`src/hw/conv_pkg.sv`:
```
`default_nettype none

package conv_pkg;

    // Layer geometry
    localparam int NUM_CH      = 4;      // Input channels
    localparam int KERNEL_TAPS = 5;      // Taps per channel
    localparam int NUM_FILTERS = 4;      // Output filters, one per cycle

    // Datapath widths
    localparam int ACT_W       = 8;      // Activation, unsigned
    localparam int WGT_W       = 8;      // Weight, signed
    localparam int ACC_W       = 22;     // 20 products of 255 x -128 fit with margin
    localparam int OUT_W       = 8;      // Requantized output, signed
    localparam int FILT_IDX_W  = 2;      // Enough for NUM_FILTERS

    // Requantization
    localparam int OUT_SHIFT   = 7;      // Arithmetic right shift of the sum
    localparam int SAT_MAX     = 127;    // Symmetric clip, -128 never produced

    // Window of activations, indexed [channel][tap]
    typedef logic [NUM_CH-1:0][KERNEL_TAPS-1:0][ACT_W-1:0] act_window_t;

    typedef logic [FILT_IDX_W-1:0]   filt_idx_t;   // Filter number
    typedef logic signed [ACC_W-1:0] acc_t;        // MAC sum
    typedef logic signed [OUT_W-1:0] out_t;        // Layer output

    typedef enum logic {
        SEQ_IDLE = 1'b0,                 // Waiting for a window
        SEQ_RUN  = 1'b1                  // Issuing filters
    } seq_state_t;

    // Fixed weight table, indexed [filter][channel][tap]
    // Tap 0 is listed first in each row
    localparam logic signed [WGT_W-1:0] WEIGHTS [NUM_FILTERS][NUM_CH][KERNEL_TAPS] = '{
        '{                               // Filter 0
            '{ -6,  23,  34,  16,   0},  // Ch 0
            '{-13,  18,   0, -51,  -9},  // Ch 1
            '{ 14,  18,  37,  21,  31},  // Ch 2
            '{-20,  17,   3,   0, -17}   // Ch 3
        },
        '{                               // Filter 1
            '{-29,  -1,  -4,  11, -17},  // Ch 0
            '{ 11,   1,  19, -25, -16},  // Ch 1
            '{ 31,  16,  -5,  -8, -21},  // Ch 2
            '{ 13, -23,   2,   8, -29}   // Ch 3
        },
        '{                               // Filter 2
            '{ 24,  13,   9, -33, -67},  // Ch 0
            '{ 25,   7, -15, -32, -15},  // Ch 1
            '{  8,  -4, -14, -49, -24},  // Ch 2
            '{ 12,  22,  13, -31,  10}   // Ch 3
        },
        '{                               // Filter 3
            '{-10,  -4, -24,   0,   2},  // Ch 0
            '{ 20, -21, -30,   6,  10},  // Ch 1
            '{ 20, -18, -74,   1, -13},  // Ch 2
            '{ -4,   0, -64,  27,  13}   // Ch 3
        }
    };

endpackage

`default_nettype wire
```
`src/hw/conv_layer.sv`:
```
`default_nettype none

module conv_layer (
    input  logic                  clk,          // Layer clock
    input  logic                  rst_n,        // Sync reset, active low
    input  logic                  in_valid,     // Single-cycle window strobe
    input  conv_pkg::act_window_t in_window,    // Valid with in_valid only
    output logic                  busy,         // Strobes now are dropped
    output logic                  out_valid,    // One pulse per filter
    output conv_pkg::filt_idx_t   out_filter,   // Filter of out_value
    output conv_pkg::out_t        out_value     // Requantized result
);

    // Sequencer to MAC
    logic                load;                  // Window accepted
    logic                issue;                 // Filter issued
    conv_pkg::filt_idx_t issue_filter;          // Issued filter

    // MAC to requantizer
    logic                mac_valid;             // Sum ready
    conv_pkg::acc_t      mac_sum;               // Raw sum
    conv_pkg::filt_idx_t mac_filter;            // Filter of raw sum

    // Accepts windows, one filter per cycle
    conv_sequencer u_seq (
        .clk          (clk),
        .rst_n        (rst_n),
        .in_valid     (in_valid),
        .load         (load),
        .issue        (issue),
        .issue_filter (issue_filter),
        .busy         (busy)
    );

    // Shared MAC array, 1 cycle after issue
    filter_mac u_mac (
        .clk          (clk),
        .rst_n        (rst_n),
        .load         (load),
        .in_window    (in_window),
        .issue        (issue),
        .issue_filter (issue_filter),
        .mac_valid    (mac_valid),
        .mac_sum      (mac_sum),
        .mac_filter   (mac_filter)
    );

    // Shift and clip, 1 more cycle
    requantizer u_rq (
        .clk          (clk),
        .rst_n        (rst_n),
        .mac_valid    (mac_valid),
        .mac_sum      (mac_sum),
        .mac_filter   (mac_filter),
        .out_valid    (out_valid),
        .out_value    (out_value),
        .out_filter   (out_filter)
    );

endmodule

`default_nettype wire

```
`src/hw/requantizer.sv`:
```
`default_nettype none

module requantizer (
    input  logic                clk,          // Layer clock
    input  logic                rst_n,        // Sync reset, active low
    input  logic                mac_valid,    // mac_sum is a result
    input  conv_pkg::acc_t      mac_sum,      // Raw filter sum
    input  conv_pkg::filt_idx_t mac_filter,   // Filter of mac_sum
    output logic                out_valid,    // Output strobe
    output conv_pkg::out_t      out_value,    // Requantized result
    output conv_pkg::filt_idx_t out_filter    // Filter of out_value
);

    conv_pkg::acc_t shifted;                  // Sum after rescale
    conv_pkg::out_t sat_value;                // Clipped result

    // Floor division by 2^OUT_SHIFT
    assign shifted = mac_sum >>> conv_pkg::OUT_SHIFT;

    // Symmetric clip, -128 is never produced
    always_comb begin
        if (shifted > conv_pkg::SAT_MAX) begin
            sat_value = conv_pkg::out_t'(conv_pkg::SAT_MAX);
        end else if (shifted < -conv_pkg::SAT_MAX) begin
            sat_value = conv_pkg::out_t'(-conv_pkg::SAT_MAX);
        end else begin
            sat_value = conv_pkg::out_t'(shifted);  // In range, low byte is exact
        end
    end

    always_ff @(posedge clk) begin
        if (mac_valid) begin
            out_value  <= sat_value;
            out_filter <= mac_filter;
        end
    end

    always_ff @(posedge clk) begin
        if (!rst_n) begin
            out_valid <= 1'b0;
        end else begin
            out_valid <= mac_valid;               // One result per MAC result
        end
    end

endmodule

`default_nettype wire

```
`src/hw/filter_mac.sv`:
```
`default_nettype none

module filter_mac (
    input  logic                  clk,            // Layer clock
    input  logic                  rst_n,          // Sync active-low reset
    input  logic                  load,           // Capture in_window
    input  conv_pkg::act_window_t in_window,      // Activations indexed [ch][tap]
    input  logic                  issue,          // Compute a filter
    input  conv_pkg::filt_idx_t   issue_filter,   // Which filter
    output logic                  mac_valid,      // mac_sum holds a result
    output conv_pkg::acc_t        mac_sum,        // Full sum for mac_filter
    output conv_pkg::filt_idx_t   mac_filter      // Filter of mac_sum
);

    conv_pkg::act_window_t win_q;                 // Latched window

    // Weights of the issued filter
    logic signed [conv_pkg::WGT_W-1:0] wsel [conv_pkg::NUM_CH][conv_pkg::KERNEL_TAPS];

    // One product per channel and tap
    conv_pkg::acc_t prod [conv_pkg::NUM_CH][conv_pkg::KERNEL_TAPS];

    conv_pkg::acc_t sum_next;                     // Sum across all products

    // New load may share the edge with the last issue
    always_ff @(posedge clk) begin
        if (load) begin
            win_q <= in_window;
        end
    end

    // Weight select from the fixed table
    always_comb begin
        for (int c = 0; c < conv_pkg::NUM_CH; c++) begin
            for (int t = 0; t < conv_pkg::KERNEL_TAPS; t++) begin
                wsel[c][t] = conv_pkg::WEIGHTS[issue_filter][c][t];
            end
        end
    end

    // Activation zero-extended so it stays positive in the signed product
    always_comb begin
        for (int c = 0; c < conv_pkg::NUM_CH; c++) begin
            for (int t = 0; t < conv_pkg::KERNEL_TAPS; t++) begin
                prod[c][t] = $signed({1'b0, win_q[c][t]}) * wsel[c][t];
            end
        end
    end

    // Adder tree over channels and taps
    always_comb begin
        sum_next = '0;
        for (int c = 0; c < conv_pkg::NUM_CH; c++) begin
            for (int t = 0; t < conv_pkg::KERNEL_TAPS; t++) begin
                sum_next = sum_next + prod[c][t];
            end
        end
    end

    // Result payload
    always_ff @(posedge clk) begin
        if (issue) begin
            mac_sum    <= sum_next;
            mac_filter <= issue_filter;
        end
    end

    // Valid tracks issue one cycle later
    always_ff @(posedge clk) begin
        if (!rst_n) begin
            mac_valid <= 1'b0;
        end else begin
            mac_valid <= issue;
        end
    end

endmodule

`default_nettype wire

```
`src/hw/conv_sequencer.sv`:
```
`default_nettype none

module conv_sequencer (
    input  logic                clk,            // Layer clock
    input  logic                rst_n,          // Sync reset, active low
    input  logic                in_valid,       // Window strobe
    output logic                load,           // Latch window into MAC
    output logic                issue,          // A filter is computed this cycle
    output conv_pkg::filt_idx_t issue_filter,   // Filter computed this cycle
    output logic                busy            // Window strobes dropped
);

    conv_pkg::seq_state_t state;                // Idle or issuing
    conv_pkg::filt_idx_t  filt_cnt;             // Next filter to issue
    logic                 last_filt;            // Final issue of current window

    // Last filter of the window is on the MAC this cycle
    assign last_filt = (state == conv_pkg::SEQ_RUN) &&
                       (filt_cnt == conv_pkg::filt_idx_t'(conv_pkg::NUM_FILTERS - 1));

    // Busy drops during the last issue so the next window
    // is taken on the same edge and results stay back-to-back
    assign busy = (state == conv_pkg::SEQ_RUN) && !last_filt;

    assign load         = in_valid && !busy;    // Accept edge
    assign issue        = (state == conv_pkg::SEQ_RUN);
    assign issue_filter = filt_cnt;

    always_ff @(posedge clk) begin
        if (!rst_n) begin
            state    <= conv_pkg::SEQ_IDLE;
            filt_cnt <= '0;
        end else if (load) begin
            state    <= conv_pkg::SEQ_RUN;      // New window starts at filter 0
            filt_cnt <= '0;
        end else if (state == conv_pkg::SEQ_RUN) begin
            if (last_filt) begin
                state    <= conv_pkg::SEQ_IDLE; // Window done
                filt_cnt <= '0;
            end else begin
                filt_cnt <= filt_cnt + 1'b1;    // Step to next filter
            end
        end
    end

endmodule

`default_nettype wire

```
`config.mk`:
```
export PLATFORM = sky130hd
export DESIGN_NAME = conv_layer
export DESIGN_NICKNAME = d
export VERILOG_FILES = /design/src/hw/conv_pkg.sv /design/src/hw/conv_layer.sv /design/src/hw/requantizer.sv /design/src/hw/filter_mac.sv /design/src/hw/conv_sequencer.sv
export SDC_FILE = /design/constraint.sdc
export NUM_CORES = 2
export LEC_CHECK = 0
export BUFFER_PORTS_ARGS = -buffer_cell sky130_fd_sc_hd__buf_2
export CAP_MARGIN = 20
export CELL_PAD_IN_SITES_DETAIL_PLACEMENT = 0
export CELL_PAD_IN_SITES_GLOBAL_PLACEMENT = 1
export CORE_AREA = 4 4 281 352
export DETAILED_ROUTE_END_ITERATION = 8
export DIE_AREA = 0 0 285 356
export GPL_TIMING_DRIVEN = 1
export PLACE_DENSITY = 0.85
export SYNTH_ARGS = -nofsm -noshare
export SYNTH_HDL_FRONTEND = slang
export SYNTH_SLANG_ARGS = --single-unit
export TNS_END_PERCENT = 50
```
`constraint.sdc`:
```
create_clock -name clk -period 29.7 [get_ports clk]
set_input_delay 0 -clock clk [delete_from_list [all_inputs] [get_ports clk]]
set_output_delay 0 -clock clk [all_outputs]
set_load 0.005 [all_outputs]
```
==> impl_metrics.py <==
metrics = {
    "yosys": {
        "ys.flop_type": "edfxtp_1",
        "synth_nets": 7541,
        "synth.top_cell.area_share_pct": 35.8,
        "ys_seq_area_share_pct": 10.7,
        "yosys.cell_count.top_type": "inv_1",
        "synth_top_cells_by_count": "inv_1 (1531), fa_1 (954), ha_1 (871)",
        "synth.area.mux_share_pct": 0,
        "synth_xor_area_share_pct": 4.42,
        "synth-edff-count": 187,
        "syn_avg_cell_area_sq_um": 9.59,
        "netlist_instances": 5553,
        "async_flop_share_pct": 0,
        "ys_ff_latch": 192,
        "ys_types": 60,
        "synthesis.area_sq_um": 53300,
        "synth_top_family_by_area": "adder cells",
        "synth_compound_area_share_pct": 4.99,
        "synth_top_cell_by_area": "fa_1",
        "yosys.area_share.simple_pct": 12.1,
        "synth_fa_ha_area_share_pct": 56.3,
        "yosys_warnings": 0,
        "synth_area_leaders": "fa_1 (36%), ha_1 (20%), inv_1 (11%)",
    },
    "global_route": {
        "antenna_found_initial": 2,
        "grt_pass1_vias": 40008,
        "gr-usage-all-layers_pct": 26.7,
        "grt_max_degree": 77,
        "grt_pass1_wl_microns": 209000,
        "overflow": 0,
    },
    "drt": {
        "route.antenna.remaining_nets": 0,
        "routed_wl_microns": 128000,
        "drt_iter0_drc": 1800,
        "num_vias": 36705,
        "routedWlPerCell_microns": 17.9,
        "firstDrtPassIters": 7,
        "post-route-drc-count": 0,
        "viasPerCell": 5.14,
    },
    "setup_path": {
        "critical_path_arrival_ps": 12770,
        "path_class": "reg -> reg",
        "endpoint_kind": "flip-flop",
        "crit_top_cell": "fa_1",
        "cpPeakStageDelay_ps": 750,
        "rrSetupSlack_ps": 17240,
        "required_ps": 30010,
        "crit_slowest_cell": "buf_4",
        "start_kind": "flip-flop",
        "path_max_fanout": 68,
    },
    "floorplan": {
        "rows": 127,
        "dieArea_sq_um": 101000,
        "fp.dieH_microns": 356,
        "io_pins": 175,
        "core_sq_um": 95500,
        "initial_core_util_pct": 55.8,
        "die_x_microns": 285,
    },
    "placed_design": {
        "place_ws_ps": 17250,
        "place_congestion": 0.942,
        "port_buffers": 174,
        "dp_hpwl_microns": 109000,
        "placed_area_sq_um": 55600,
    },
    "cts": {
        "cts_max_level": 4,
        "holdBufCountCts": 163,
        "cts_buffers": 17,
        "clk_latency_ps": 570,
        "clk_path_buf_depth": 2,
        "tritoncts": "yes",
        "numClockSinks": 192,
        "postCtsSetupRepairBufs": 0,
        "cts_resized": 0,
        "clkTransAtPathRegs_ps": 100,
        "cts_root_buf": "clkbuf_16",
    },
    "sta": {
        "fin_tns_setup_ps": 0,
        "tightest_slew_ps": 1020,
        "fin_crit_ps": 12460,
        "skew_ps": 25.0,
        "hold_ws_ps": 141,
        "period_share_pct": 42.0,
        "finalWorstSetupSlack_ps": 17240,
        "finalSetupViolCount": 0,
        "timing.slew.headroom_pct": 32.0,
        "fmax_ghz": 0.0802,
        "grt_setup_unrepaired": "false",
        "report.final.slew_viol_count": 0,
        "hold_viol": 0,
    },
    "cells_and_area": {
        "syn_to_final_growth_pct": 8.55,
        "design_area_sq_um": 57800,
        "fill_cells": 8152,
        "drive_gt1_share_pct": 4.96,
        "diodes": 0,
        "nNetsFinal": 7822,
    },
    "hold_path": {
        "hold_class": "in -> reg",
    },
    "job": {
        "cap_violations": 0,
    },
    "run_status": {
        "status": "completed",
    },
}
## path summary, 6_finish.rpt
path	startpoint	endpoint	cells past startpoint
setup / recovery	u_seq.issue_filter[1]$_SDFFE_PP0P_	u_mac.mac_sum[20]$_DFFE_PP_	39
hold / removal	in_window[41]	u_mac.win_q[41]$_DFFE_PP_	2
setup reg to reg	u_seq.issue_filter[1]$_SDFFE_PP0P_	u_mac.mac_sum[20]$_DFFE_PP_	39
hold reg to reg	u_mac.mac_filter[1]$_DFFE_PP_	u_rq.out_filter[1]$_DFFE_PP_	0
## stage by stage
stage / std cells / utilization [%]
finish: 7137 / 60.6
global route: 7137 / 60.6
floorplan: 5553 / -
CTS: 7137 / 60.6
detailed placement: 6942 / 58.2
global placement: 6942 / 58.2
## layout by cell type, fill, tap and decap left out, drive strengths merged, types with 35 or more instances in the layout
| cell type | instances |
|---|---|
| inv | 1540 |
| fa | 954 |
| ha | 871 |
| nand2 | 302 |
| nor2b | 294 |
| and2 | 281 |
| buf | 193 |
| edfxtp | 187 |
| xnor2 | 176 |
| a21oi | 167 |
| dlygate4sd3 | 163 |
| nor2 | 157 |
| xor2 | 93 |
| a21o | 64 |
| nand2b | 62 |
| o21ai | 59 |
| or2 | 38 |
| nand3 | 35 |
## area by class of cell
class | instances | area, sq um | area share, %
tap | 1290 | 1610 | 2.79
multi-input combinational | 3733 | 41500 | 71.8
sequential | 192 | 5720 | 9.89
inverter | 1534 | 5760 | 9.96
clock inverter | 15 | 174 | 0.301
clock buffer | 17 | 425 | 0.736
timing repair buffer | 356 | 2650 | 4.57
## per-layer routing
metal	GRT usage (%)	vias up	part of all wire [%]
met1	32.9	18424	40
met4	8.80	0	3.3
met3	3.29	176	4.4
met5	0	-	0
met2	48.5	744	52
li1	-	17361	-
## state kept, by name, summed over array words and instances (netlist names)
register,count
u_mac.win_q,160
u_mac.mac_sum,15
u_rq.out_value,8
u_mac.mac_filter,2
u_rq.out_filter,2
u_seq.issue_filter,2
u_mac.mac_valid,1
u_rq.out_valid,1
u_seq.issue,1
## worst max-delay path, delay by kind of cell (launching register included)
kind	cells	cell delay, ps
XOR/XNOR	2	280
flip-flops	1	690
adder cells (fa/ha/maj)	14	6790
buffers and inverters	11	2190
AND/OR/NAND/NOR	2	350
AO/OA/AOI/OAI	10	1890
## logic make-up after synthesis
family | Yosys count
adder cells (fa/ha/maj) | 1825
AND/OR/NAND/NOR | 1223
buffers and inverters | 1628
flip-flops | 192
XOR/XNOR | 269
AO/OA/AOI/OAI | 416
Power is left out: the tool's default activity adds up to more than one toggle a clock period on the data nets, which glitch-free logic cannot reach.
